<file path="src/design/adam_axil_pkg.sv">
package adam_axil_pkg;

    // bus geometry
    localparam int unsigned ADDR_WIDTH = 32;
    localparam int unsigned DATA_WIDTH = 32;

    // one strobe bit per byte lane
    localparam int unsigned STRB_WIDTH = DATA_WIDTH / 8;

    // low address bits that select a byte within a word
    localparam int unsigned OFFSET_WIDTH = $clog2(STRB_WIDTH);

    // memory size in bytes
    localparam int unsigned SIZE = 4096;

    // word-organised view of the same memory
    localparam int unsigned WORDS = SIZE / STRB_WIDTH;
    localparam int unsigned IDX_WIDTH = $clog2(WORDS);

    // bus-level payload types
    typedef logic [ADDR_WIDTH-1:0] addr_t;
    typedef logic [DATA_WIDTH-1:0] data_t;
    typedef logic [STRB_WIDTH-1:0] strb_t;

    // axi response field
    typedef logic [1:0] resp_t;

    // word index into the array
    typedef logic [IDX_WIDTH-1:0] idx_t;

    // only two of the four axi codes are ever produced here
    localparam resp_t RESP_OKAY   = 2'b00;
    localparam resp_t RESP_DECERR = 2'b11;

    // control states
    // IDLE        waiting for a request or a pause
    // WRITE_RESP  write strobe issued, then B held until bready
    // READ_WAIT   read strobe issued, array registers the word
    // READ_RESP   word captured, then R held until rready
    // PAUSED      nothing accepted while pause_req is high
    typedef enum logic [2:0] {
        IDLE,
        WRITE_RESP,
        READ_WAIT,
        READ_RESP,
        PAUSED
    } fsm_state_t;

endpackage

</file>
<file path="src/design/adam_ram_port_if.sv">
`timescale 1ns/1ps

// port between the control fsm and the word array
interface adam_ram_port_if (
    input logic clk
);

    // single-cycle strobes, never high together
    logic we;
    logic re;

    // word index, shared by reads and writes
    adam_axil_pkg::idx_t idx;

    // write payload
    adam_axil_pkg::data_t wdata;
    adam_axil_pkg::strb_t wstrb;

    // registered read word, valid the cycle after re
    adam_axil_pkg::data_t rdata;

    // fsm side
    modport ctrl (
        output we, re, idx, wdata, wstrb,
        input  rdata
    );

    // array side
    modport mem (
        input  we, re, idx, wdata, wstrb,
        output rdata
    );

endinterface

</file>
<file path="src/design/adam_axil_fsm.sv">
`timescale 1ns/1ps

module adam_axil_fsm (
    input  logic                 clk,
    input  logic                 rst_n,

    // address and write data
    input  logic                 awvalid,
    input  adam_axil_pkg::addr_t awaddr,
    input  logic                 wvalid,
    input  adam_axil_pkg::data_t wdata,
    input  adam_axil_pkg::strb_t wstrb,
    input  logic                 arvalid,
    input  adam_axil_pkg::addr_t araddr,

    // response acceptance
    input  logic                 bready,
    input  logic                 rready,

    // pause request from outside
    input  logic                 pause_req,

    output logic                 awready,
    output logic                 wready,
    output logic                 arready,
    output logic                 bvalid,
    output adam_axil_pkg::resp_t bresp,
    output logic                 rvalid,
    output adam_axil_pkg::data_t rdata,
    output adam_axil_pkg::resp_t rresp,
    output logic                 pause_ack,

    adam_ram_port_if.ctrl        ram
);

    adam_axil_pkg::fsm_state_t state;
    adam_axil_pkg::fsm_state_t state_next;

    // response code of the access in flight
    adam_axil_pkg::resp_t resp_q;

    // latched request payload
    adam_axil_pkg::idx_t  idx_q;
    adam_axil_pkg::data_t wdata_q;
    adam_axil_pkg::strb_t wstrb_q;

    logic idle_free;
    logic wr_offer;
    logic wr_go;
    logic rd_go;
    logic access_ok;

    // legal means word aligned and inside the array
    function automatic logic addr_legal(input adam_axil_pkg::addr_t addr);
        return (addr[adam_axil_pkg::OFFSET_WIDTH-1:0] == '0) &&
               (addr < adam_axil_pkg::SIZE);
    endfunction

    // drop the byte offset, keep the word number
    function automatic adam_axil_pkg::idx_t addr_to_idx(input adam_axil_pkg::addr_t addr);
        return addr[adam_axil_pkg::IDX_WIDTH+adam_axil_pkg::OFFSET_WIDTH-1:
                    adam_axil_pkg::OFFSET_WIDTH];
    endfunction

    function automatic adam_axil_pkg::resp_t resp_for(input adam_axil_pkg::addr_t addr);
        return addr_legal(addr) ? adam_axil_pkg::RESP_OKAY : adam_axil_pkg::RESP_DECERR;
    endfunction

    // a pending pause blocks new requests even in IDLE
    assign idle_free = (state == adam_axil_pkg::IDLE) && !pause_req;

    // write needs both AW and W present, and then wins over AR
    assign wr_offer = awvalid && wvalid;
    assign wr_go    = idle_free && wr_offer;
    assign rd_go    = idle_free && !wr_offer && arvalid;

    // readies follow the valids in the same cycle
    assign awready = wr_go;
    assign wready  = wr_go;
    assign arready = rd_go;

    assign pause_ack = (state == adam_axil_pkg::PAUSED);

    // one response register serves both channels
    assign bresp = resp_q;
    assign rresp = resp_q;

    // decerr accesses never reach the array
    assign access_ok = (resp_q == adam_axil_pkg::RESP_OKAY);

    // we only in the first WRITE_RESP cycle, before bvalid rises
    assign ram.we    = (state == adam_axil_pkg::WRITE_RESP) && !bvalid && access_ok;
    assign ram.re    = (state == adam_axil_pkg::READ_WAIT) && access_ok;
    assign ram.idx   = idx_q;
    assign ram.wdata = wdata_q;
    assign ram.wstrb = wstrb_q;

    always_comb begin
        state_next = state;
        case (state)
            adam_axil_pkg::IDLE: begin
                // pause checked first, it gates the readies anyway
                if (pause_req) begin
                    state_next = adam_axil_pkg::PAUSED;
                end else if (wr_go) begin
                    state_next = adam_axil_pkg::WRITE_RESP;
                end else if (rd_go) begin
                    state_next = adam_axil_pkg::READ_WAIT;
                end
            end
            adam_axil_pkg::WRITE_RESP: begin
                // leave on the B handshake
                if (bvalid && bready) begin
                    state_next = adam_axil_pkg::IDLE;
                end
            end
            adam_axil_pkg::READ_WAIT: begin
                // array output is ready after one edge
                state_next = adam_axil_pkg::READ_RESP;
            end
            adam_axil_pkg::READ_RESP: begin
                if (rvalid && rready) begin
                    state_next = adam_axil_pkg::IDLE;
                end
            end
            adam_axil_pkg::PAUSED: begin
                if (!pause_req) begin
                    state_next = adam_axil_pkg::IDLE;
                end
            end
            default: begin
                state_next = adam_axil_pkg::IDLE;
            end
        endcase
    end

    always_ff @(posedge clk or negedge rst_n) begin
        if (!rst_n) begin
            state  <= adam_axil_pkg::IDLE;
            resp_q <= adam_axil_pkg::RESP_OKAY;
        end else begin
            state <= state_next;
            // legality decided once, at address acceptance
            if (wr_go) begin
                resp_q <= resp_for(awaddr);
            end else if (rd_go) begin
                resp_q <= resp_for(araddr);
            end
        end
    end

    // response valids rise one edge after entering the response state
    always_ff @(posedge clk or negedge rst_n) begin
        if (!rst_n) begin
            bvalid <= 1'b0;
            rvalid <= 1'b0;
        end else begin
            if (bvalid && bready) begin
                bvalid <= 1'b0;
            end else if ((state == adam_axil_pkg::WRITE_RESP) && !bvalid) begin
                bvalid <= 1'b1;
            end
            if (rvalid && rready) begin
                rvalid <= 1'b0;
            end else if ((state == adam_axil_pkg::READ_RESP) && !rvalid) begin
                rvalid <= 1'b1;
            end
        end
    end

    // payload capture
    always_ff @(posedge clk) begin
        if (wr_go) begin
            idx_q   <= addr_to_idx(awaddr);
            wdata_q <= wdata;
            wstrb_q <= wstrb;
        end else if (rd_go) begin
            idx_q <= addr_to_idx(araddr);
        end
        // take the array word on the same edge rvalid rises
        if ((state == adam_axil_pkg::READ_RESP) && !rvalid) begin
            rdata <= access_ok ? ram.rdata : '0;
        end
    end

endmodule

</file>
<file path="src/flat_wrapper.sv">
// flat-port wrapper written by rule: the top's interface ports become plain ports
module adam_axil_fsm_flat 
  (clk, rst_n, awvalid, awaddr, wvalid, wdata, wstrb, arvalid, araddr, bready, rready, pause_req, awready, wready, arready, bvalid, bresp, rvalid, rdata, rresp, pause_ack, ram_we, ram_re, ram_idx, ram_wdata, ram_wstrb, ram_rdata);
  adam_ram_port_if ram_i (.clk(clk));
  input  logic clk;
  input  logic rst_n;
  input  logic awvalid;
  input  adam_axil_pkg::addr_t awaddr;
  input  logic wvalid;
  input  adam_axil_pkg::data_t wdata;
  input  adam_axil_pkg::strb_t wstrb;
  input  logic arvalid;
  input  adam_axil_pkg::addr_t araddr;
  input  logic bready;
  input  logic rready;
  input  logic pause_req;
  output logic awready;
  output logic wready;
  output logic arready;
  output logic bvalid;
  output adam_axil_pkg::resp_t bresp;
  output logic rvalid;
  output adam_axil_pkg::data_t rdata;
  output adam_axil_pkg::resp_t rresp;
  output logic pause_ack;
  output wire logic [$bits(ram_i.we)-1:0] ram_we;
  output wire logic [$bits(ram_i.re)-1:0] ram_re;
  output wire logic [$bits(ram_i.idx)-1:0] ram_idx;
  output wire logic [$bits(ram_i.wdata)-1:0] ram_wdata;
  output wire logic [$bits(ram_i.wstrb)-1:0] ram_wstrb;
  input wire logic [$bits(ram_i.rdata)-1:0] ram_rdata;
  assign ram_we = ram_i.we;
  assign ram_re = ram_i.re;
  assign ram_idx = ram_i.idx;
  assign ram_wdata = ram_i.wdata;
  assign ram_wstrb = ram_i.wstrb;
  assign ram_i.rdata = ram_rdata;
  adam_axil_fsm u_core (.clk(clk), .rst_n(rst_n), .awvalid(awvalid), .awaddr(awaddr), .wvalid(wvalid), .wdata(wdata), .wstrb(wstrb), .arvalid(arvalid), .araddr(araddr), .bready(bready), .rready(rready), .pause_req(pause_req), .awready(awready), .wready(wready), .arready(arready), .bvalid(bvalid), .bresp(bresp), .rvalid(rvalid), .rdata(rdata), .rresp(rresp), .pause_ack(pause_ack), .ram(ram_i));
endmodule
</file>
<file path="config.mk">
export PLATFORM = sky130hd
export DESIGN_NAME = adam_axil_fsm_flat
export DESIGN_NICKNAME = d
export VERILOG_FILES = /design/src/design/adam_axil_pkg.sv /design/src/design/adam_ram_port_if.sv /design/src/design/adam_axil_fsm.sv /design/src/flat_wrapper.sv
export SDC_FILE = /design/constraint.sdc
export NUM_CORES = 1
export LEC_CHECK = 0
export ABC_CLOCK_PERIOD_IN_PS = 2300
export BUFFER_PORTS_ARGS = -buffer_cell sky130_fd_sc_hd__buf_2
export CAP_MARGIN = 30
export CELL_PAD_IN_SITES_DETAIL_PLACEMENT = 2
export CELL_PAD_IN_SITES_GLOBAL_PLACEMENT = 2
export CORE_MARGIN = 4
export CORE_UTILIZATION = 24
export DETAILED_ROUTE_END_ITERATION = 12
export HOLD_SLACK_MARGIN = 0.1
export PLACE_DENSITY_LB_ADDON = 0.1
export SYNTH_ARGS = -nofsm -noshare
export SYNTH_HDL_FRONTEND = slang
export SYNTH_SLANG_ARGS = --single-unit
</file>
<file path="constraint.sdc">
create_clock -name clk -period 2.3 [get_ports clk]
set_clock_uncertainty 0.15 [all_clocks]
set_input_delay 0.46 -clock clk [delete_from_list [all_inputs] [get_ports clk]]
set_output_delay 0.46 -clock clk [all_outputs]
set_load 0.05 [all_outputs]
</file>
==> impl_metrics.ini, run 1 <==
[status]
status = finished, final reports clean

[power]
p_int_mw = 3.64
netSwitchingPower_mw = 2.36
share_comb_of_total_power_pct = 34.5
worst_ir_drop_vdd_v = 0.000635
cellLeakagePower_nw = 2.15
p_clk_share_pct = 28.1
p_sw_share_pct = 39.4
power_frac_seq_pct = 37.4
power_per_cell_area_nw_per_um2 = 1220

[clocking]
tritoncts = built
clock_root_buffer = clkbuf_16
worst_skew_pair.late_latency_ns = 0.33
clock_sinks = 84
cts.reportedPaths.clkPinSlew_ns = 0.07
tritoncts_buffer_count = 9
cts_htree_levels = 3
cts.path.max_buffers = 2

[route]
wirelength_mm = 10.9
drtIter0Drc = 119
postRouteAntennaNets = 0
wl_met1_mm = 3.67
drc = 0
met3_routed_length_mm = 1.09
met2WireLength_mm = 5.98
highest_routed_metal_layer = met5
avgViaCountPerCell = 4.21
drt-pass1-iter-count = 4
routed-via-count = 2605
routed_wire_length_per_instance_um = 17.7

[hold_path]
min_path_type = input port to flip-flop
hp-start = wdata[31]
hold_path_depth = 1
worst_hold_path.endpoint = u_core.ram.wdata[31]$_DFFE_PP_

[floorplanning]
die_width_um = 123
fp-row-count = 41
io_pins = 230
floorplan.die_area_um2 = 15100
chipHeight_um = 123
initial_utilization_pct = 24.9
coreArea_um2 = 12800

[timing]
report.final.hold_viol_count = 0
max_slew_headroom_pct = 70.2
finalSetupViolations = 0
rsz_0062_raised_after_global_routing = false
finalCritPeriodShare_pct = 96.7
achievable-frequency_ghz = 0.450
final_max_slew_viol_count = 0
max_slew.worst_pin.slew_ns = 0.447
final_period_minus_worst_setup_slack_ns = 2.22

[setup_path]
timing.critical_path.cells = or3b_2, nor3_2, buf_4
critical_path.reg2reg.endpoint = u_core.ram.wdata[12]$_DFFE_PP_
setup.worst_path.end_class = primary output
worstSetupPathType = flip-flop to primary output
critPathSlowestCell = or3b_2
critical_path.max_stage_delay_ns = 0.49
data_required_time_at_the_worst_endpoint_ns = 1.69
critical_path.startpoint_type = flip-flop
r2r_cells = 5
critical_path_arrival_ns = 1.61
timing.critical_path.fanout_max = 8
timing.rr.start = u_core.state[1]$_DFFE_PN0P_
slack_of_the_worst_reg_to_reg_path_ns = 0.35

[synthesis]
synthesis.area_per_instance_um2 = 15.9
synth-edff-count = 78
post_synth_instance_area_um2 = 3170
netlist.top_cell.by_area = edfxtp_1
ys_ff_latch = 84
ys_types = 34
synthDominantCellAreaShare_pct = 73.8
top_cells_by_area_in_the_synthesized_netlist = edfxtp_1 (74%), nor2b_1 (6.3%), dfrtp_1 (4.7%), nand2_1 (4.1%), nor4_1 (2.0%)
synth.yosys.warnings = 0
yosysSeqAreaShare_pct = 78.5
post_synth_inst_count = 200
synthArstFlopShare_pct = 7.14
ys_dominant_reg_cell = edfxtp_1
syn_nets = 340

[finish]
fraction_of_layout_instances_using_a_drive_strength_above_1_pct = 59.4
finalNetCount = 581
areaGrowthSynthToFinish_pct = 55.4
final_common_cell = buf_2
number_of_fillers_in_the_final_layout = 1350
final-seq-area_um2 = 2500
layout_common_cells = buf_2 (225), edfxtp_1 (78), nand2_1 (35)
finalCoreUtilization_pct = 38.6
fin_area_um2 = 4930
multi_input_comb_area_um2 = 616

[placed_design]
portbufs = 229
dpl-instance-area_um2 = 4530
gp_routability_congestion = 0.739
dp_hpwl_mm = 8.76

[grt]
gr-usage-all-layers_pct = 14.1
grt_max_degree = 34
grt_first_pass_wirelength_mm = 15.8
first_global_vias = 2907
globalRoute.totalOverflow = 0
antenna_violations_before_repair = 4

[run]
maxCapViolations = 0
synthesized netlist by cell type, types with 2 or more instances:
library cell  count
dfrtp_1           6
nand2_1          35
nor2b_1          32
a31oi_1           2
buf_4             4
nor2_1            2
clkbuf_1          3
nand4_1           2
nor4_1           10
and2_1            2
edfxtp_1         78
nor3_1            2
area by class of cell:
cell class	count	share of cell area, %
diodes	1	0.0507
clock buffers	9	4.57
clock inverters	7	2.49
inverters	3	0.279
multi-input cells	104	12.5
flip-flops and latches	84	50.6
well taps	172	4.36
repair buffers	239	25.2
stage by stage:
step	setup TNS [ns]	hold slack (ns)	power, mW	setup slack [ns]	std cells
after CTS	0	0.134	6.07	0.00270	616
after detailed placement	0	0.150	4.34	0.0933	598
after floorplan	-0.183	0.0144	3.76	-0.183	200
after global routing	0	0.129	6.27	0.00562	619
after global placement	0	0.152	4.30	0.0919	598
final	0	0.150	6.00	0.0758	619
timing repair:
item | 4_1_cts | 5_1_grt
pin swaps | 1 | 0
hold buffers | 1 | 0
gates resized for setup | 7 | 3
endpoints found under the hold margin | 6 | 0
buffers inserted | 1 | 2
endpoints found under the setup margin | 4 | 4
power groups by stage:
| stage | Combinational (mW) | Clock (mW) | Sequential [mW] |
|---|---|---|---|
| after floorplan | 0.569 | 0 | 3.19 |
| after global placement | 2.03 | 0 | 2.27 |
| after detailed placement | 2.06 | 0 | 2.28 |
| after CTS | 2.07 | 1.74 | 2.26 |
| after global routing | 2.18 | 1.81 | 2.29 |
| final | 2.07 | 1.69 | 2.24 |
critical path: cells and delay by family (launching register included):
family | cells | cell delay [ns]
buf+inv | 1 | 0.22
flops | 1 | 0.47
simple gates | 2 | 0.60
logic make-up after synthesis:
kind of cell           count (synthesis)  share of synthesized area [%]
AO/OA/AOI/OAI                          8                           1.66
buffers and inverters                 12                           2.44
flip-flops                            84                           78.5
multiplexers                           1                          0.315
AND/OR/NAND/NOR                       95                           17.1
layer usage:
layer	global-route usage, %	vias up
li1	-	1207
met1	14.2	1243
met2	26.6	135
met3	5.31	14
met4	4.57	6
met5	0	-
worst max-delay path by stage:
stage	start	end	cells after the start
CTS	u_core.state[1]$_DFFE_PN0P_	ram_we	3
global placement	pause_req	awready	5
floorplan	u_core.bresp[0]$_DFFE_PN0P_	ram_re	2
detailed placement	pause_req	wready	5
finish	u_core.state[2]$_DFFE_PN0P_	ram_we	3
global route	u_core.state[2]$_DFFE_PN0P_	ram_we	3
state kept, by name, summed over array words and instances, names as in the netlist:
register and count:
u_core.ram.wstrb 4, u_core.ram.wdata 32, u_core.state 3, u_core.ram.idx 10, u_core.rvalid 1, u_core.bresp 1
u_core.bvalid 1, u_core.rdata 32
(Power assumes the default switching activity.)
==> run 2: changes to the inputs <==
--- a/config.mk
+++ b/config.mk
@@ -14,7 +14,7 @@
 export CORE_UTILIZATION = 24
 export DETAILED_ROUTE_END_ITERATION = 12
 export HOLD_SLACK_MARGIN = 0.1
-export PLACE_DENSITY_LB_ADDON = 0.1
+export PLACE_DENSITY = 0.91
 export SYNTH_ARGS = -nofsm -noshare
 export SYNTH_HDL_FRONTEND = slang
 export SYNTH_SLANG_ARGS = --single-unit
==> run 2 against run 1 <==
  * Sequential power barely moved
  * Register-to-register slack lost 0.11 ns
  * Combinational power hardly changed
  * Wire length is essentially flat
  * Global-route usage decreased by 0.20 points
  * Hold slack got worse by 0.00067 ns
  * Sequential cell count unchanged
  * Worst setup slack improved by 0.0037 ns
  * Critical endpoint is now awready
  * Highest routed layer is now met4
==> impl_metrics.ini, run 2 (synthesized netlist as in run 1, its figures left out) <==
[timing]
max_slew.worst_pin.slew_ns = 0.450
rsz_0062_raised_after_global_routing = false
max_slew_headroom_pct = 70.0
finalSetupViolations = 0
achievable-frequency_ghz = 0.450
timing.hold.ws_ns = 0.149
finalCritPeriodShare_pct = 96.5
final_max_slew_viol_count = 0
final_period_minus_worst_setup_slack_ns = 2.22
fin_tns_setup_ns = 0
report.final.hold_viol_count = 0

[route]
routed-via-count = 2573
postRouteAntennaNets = 0
drt-pass1-iter-count = 4
routed_wire_length_per_instance_um = 17.8
drc = 0
avgViaCountPerCell = 4.18
drtIter0Drc = 91
wirelength_mm = 10.9

[grt]
first_global_vias = 2888
grt_first_pass_wirelength_mm = 15.6
gr-usage-all-layers_pct = 13.9
global_route.usage.met1_pct = 14.4
grt_max_degree = 34
antenna_violations_before_repair = 0
gr-usage-met2_pct = 26.5
top_usage_layer = met2
globalRoute.totalOverflow = 0
grt_met3_usage_pct = 3.48

[clocking]
cts_htree_levels = 3
cts.path.max_buffers = 2
clock_root_buffer = clkbuf_16
cts.reportedPaths.clkPinSlew_ns = 0.07
worst_skew_pair.late_latency_ns = 0.33
tritoncts = built
tritoncts_buffer_count = 9
clock_sinks = 84

[placed_design]
gp_routability_congestion = 0.758
portbufs = 229
placed_cells_incl_taps = 598
dp_hpwl_mm = 9.20

[power]
cellLeakagePower_nw = 2.14
power_per_cell_area_nw_per_um2 = 1180
total_power_mw = 5.75
worst_ir_drop_vdd_v = 0.000325

[finish]
number_of_fillers_in_the_final_layout = 1347
final_common_cell = buf_2
fin_cells = 616
antennaDiodeCount = 0
fraction_of_layout_instances_using_a_drive_strength_above_1_pct = 59.0
finalCoreUtilization_pct = 38.3
finalNetCount = 579
areaGrowthSynthToFinish_pct = 54.2
layout_common_cells = buf_2 (225), edfxtp_1 (78), nand2_1 (35)

[floorplanning]
initial_utilization_pct = 24.9
coreArea_um2 = 12800
fp-row-count = 41
die_width_um = 123
io_pins = 230
chipHeight_um = 123
floorplan.die_area_um2 = 15100

[setup_path]
critical_path.startpoint_type = flip-flop
data_required_time_at_the_worst_endpoint_ns = 1.69
timing.critical_path.fanout_max = 8
setup.worst_path.end_class = primary output
worstSetupPathType = flip-flop to primary output
critical_path_arrival_ns = 1.61

[hold_path]
min_path_type = input port to flip-flop

[run]
maxCapViolations = 0

[status]
status = finished, final reports clean
run 2: cell count changes in the layout (fill, tap and decap cells not counted), moves of 2 or more:
cell,delta
clkinvlp_4,-2
buf_4,-4
clkinv_4,+2
bufinv_16,-2
buf_8,+2
run 2: final cells by class:
class,count,area (um2),share of cell area (%)
clock buffer,9,225,4.60
timing repair buffer,237,1240,25.4
clock inverter,7,73.8,1.51
tap,172,215,4.40
sequential,84,2500,51.0
inverter,3,18.8,0.383
multi-input combinational,104,624,12.8
run 2: where the power goes:
| part | total [mW] | switching (mW) | internal [mW] |
|---|---|---|---|
| sequential | 2.26 | 0.167 | 2.09 |
| combinational | 2.06 | 1.59 | 0.477 |
| clock | 1.43 | 0.585 | 0.847 |
run 2: routing by layer:
metal,wire [um],vias to the layer above
li1,-,1210
met1,3790,1225
met2,6130,126
met3,814,12
met4,205,0
met5,0,-
run 2: path summary, 6_finish.rpt:
kind | from | endpoint | slack (ns) | cells after the start
setup / recovery | u_core.state[1]$_DFFE_PN0P_ | awready | 0.08 | 5
hold / removal | wdata[24] | u_core.ram.wdata[24]$_DFFE_PP_ | 0.15 | 1
max in group asynchronous | rst_n | u_core.state[1]$_DFFE_PN0P_ | 1.49 | 2
hold reg to reg | u_core.rvalid$_DFFE_PN0P_ | u_core.rvalid$_DFFE_PN0P_ | 0.39 | 1
setup reg to reg | u_core.state[1]$_DFFE_PN0P_ | u_core.ram.idx[0]$_DFFE_PP_ | 0.24 | 5
min in group asynchronous | rst_n | u_core.bvalid$_DFFE_PN0P_ | 0.34 | 2
run 2: worst max-delay path: stages (launching register included):
cell and delay (ns):
dfrtp_2 0.46, nor4_4 0.27, buf_4 0.18, nand3_4 0.11
inv_8 0.11, buf_8 0.15
run 2: repair_timing:
| action | CTS | global route |
|---|---|---|
| endpoints found under the setup margin | 4 | 4 |
| setup buffers | 1 | 0 |
| hold buffers | 1 | 0 |
| endpoints found under the hold margin | 6 | 0 |
| resized for setup | 8 | 10 |
run 2: per-stage QoR:
stage,setup slack (ns),area (um2)
finish,0.0795,4890
global route,0.00595,4890
CTS,0.00269,4860
detailed placement,0.0363,4530
global placement,0.121,4530
floorplan,-0.183,3190
==> run 3: changes to the inputs <==
--- a/config.mk
+++ b/config.mk
@@ -10,6 +10,7 @@
 export CAP_MARGIN = 30
 export CELL_PAD_IN_SITES_DETAIL_PLACEMENT = 2
 export CELL_PAD_IN_SITES_GLOBAL_PLACEMENT = 2
+export CORE_ASPECT_RATIO = 1.2
 export CORE_MARGIN = 4
 export CORE_UTILIZATION = 24
 export DETAILED_ROUTE_END_ITERATION = 12
==> run 3 against run 2 <==
  * Non-clock buffer count is 12 higher
  * Die area hardly changed
  * Highest routed layer unchanged
  * First-iteration DRC count is 19% lower
  * Wire length is 4.3% higher
  * Worst setup slack worse by 0.049 ns
==> impl_metrics.ini, run 3 (synthesized netlist as in run 1, its figures left out) <==
[grt]
gr-usage-met2_pct = 29.4
antenna_violations_before_repair = 0
top_usage_layer = met2
grt_met3_usage_pct = 4.02
gr-usage-all-layers_pct = 14.5
grt_max_degree = 34
global_route.usage.met1_pct = 13.6
first_global_vias = 3044
globalRoute.totalOverflow = 0
grt_first_pass_wirelength_mm = 16.4

[clocking]
clock_sinks = 84
clock_root_buffer = clkbuf_16
cts_htree_levels = 3
cts.path.max_buffers = 2
tritoncts = built
cts.reportedPaths.clkPinSlew_ns = 0.07
tritoncts_buffer_count = 9
worst_skew_pair.late_latency_ns = 0.33

[status]
status = finished, final reports clean

[timing]
timing.hold.ws_ns = 0.147
report.final.hold_viol_count = 0
final_period_minus_worst_setup_slack_ns = 2.27
finalCritPeriodShare_pct = 98.7
setup_ws_ns = 0.0302
final_max_slew_viol_count = 0
rsz_0062_raised_after_global_routing = true
max_slew.worst_pin.slew_ns = 0.419
achievable-frequency_ghz = 0.441
finalSetupViolations = 0
max_slew_headroom_pct = 72.1

[setup_path]
critical_path_arrival_ns = 1.66
timing.critical_path.fanout_max = 6
worstSetupPathType = flip-flop to primary output
setup.worst_path.end_class = primary output
data_required_time_at_the_worst_endpoint_ns = 1.69
critical_path.startpoint_type = flip-flop

[finish]
finalCoreUtilization_pct = 39.6
fin_cells = 620
antennaDiodeCount = 0
fraction_of_layout_instances_using_a_drive_strength_above_1_pct = 60.5
layout_common_cells = buf_2 (225), edfxtp_1 (78), nand2_1 (35)
fin_area_um2 = 5060
finalNetCount = 591
final_common_cell = buf_2
areaGrowthSynthToFinish_pct = 59.4

[hold_path]
min_path_type = input port to flip-flop

[floorplanning]
chipHeight_um = 134
fp-row-count = 45
io_pins = 230
coreArea_um2 = 12800
die_width_um = 113
floorplan.die_area_um2 = 15100
initial_utilization_pct = 24.8

[placed_design]
dpl-instance-area_um2 = 4560
gp_routability_congestion = 0.728
dp_hpwl_mm = 9.36
place_worst_setup_slack_ns = 0.0580
portbufs = 229
placed_cells_incl_taps = 592

[route]
postRouteAntennaNets = 0
drt-pass1-iter-count = 3
routed_wire_length_per_instance_um = 18.4
avgViaCountPerCell = 4.26
drtIter0Drc = 74
wirelength_mm = 11.4
routed-via-count = 2641
drc = 0

[power]
cellLeakagePower_nw = 2.23
power_per_cell_area_nw_per_um2 = 1200
worst_ir_drop_vdd_v = 0.000485

[run]
maxCapViolations = 0
run 3: changes by cell type in the layout (fill, tap and decap cells not counted), moves of 2 or more:
cell       before  now
buf_12          0    4
bufinv_16       1    3
buf_4           7   17
clkinv_1        2    0
clkinv_4        2    0
run 3: area by class of cell:
cell class | count | area, um2
sequential | 84 | 2500
inverter | 3 | 13.8
fill | 1321 | 7720
tap | 164 | 205
clock buffer | 9 | 225
timing repair buffer | 249 | 1370
multi-input combinational | 104 | 623
clock inverter | 7 | 128
run 3: worst max-delay path, cell delays in order (launching register included):
cell and delay (ns):
dfrtp_2 0.46, nor4_4 0.27, buf_4 0.18, buf_6 0.11
nand3_4 0.08, inv_2 0.08, buf_8 0.14
run 3: power breakdown:
group	switching (mW)	internal, mW	total (mW)
clock	0.621	1.08	1.70
sequential	0.146	2.09	2.23
combinational	1.62	0.523	2.14
total	2.38	3.69	6.08
run 3: path summary, 6_finish.rpt:
kind	from	end	slack [ns]	depth (start not counted)
min reg2reg	u_core.rvalid$_DFFE_PN0P_	u_core.rvalid$_DFFE_PN0P_	0.39	1
max in group asynchronous	rst_n	u_core.state[1]$_DFFE_PN0P_	1.48	2
min in group asynchronous	rst_n	u_core.state[2]$_DFFE_PN0P_	0.35	2
max reg2reg	u_core.state[2]$_DFFE_PN0P_	u_core.ram.wdata[9]$_DFFE_PP_	0.29	7
max	u_core.state[2]$_DFFE_PN0P_	arready	0.03	6
min	wdata[10]	u_core.ram.wdata[10]$_DFFE_PP_	0.15	1
run 3: per-stage QoR:
step / power, mW / TNS, ns
6_report: 6.08 / 0
5_1_grt: 6.34 / -0.177
4_1_cts: 6.11 / -0.00325
3_5_place_dp: 4.36 / 0
3_3_place_gp: 4.26 / 0
2_1_floorplan: 3.76 / -0.183
run 3: layer usage:
layer  share of wire (%)  up-vias
met1                  33     1274
met3                 6.9        4
met2                  59      130
li1                    -     1233
met4                0.90        0
met5                   0        -
run 3: what timing repair did:
action / in CTS / in global routing
resized for setup: 10 / 9
buffers inserted: 2 / 9
hold buffers: 1 / 0
pin swaps: 1 / 1
endpoints found under the hold margin: 6 / 0
endpoints found under the setup margin: 4 / 4
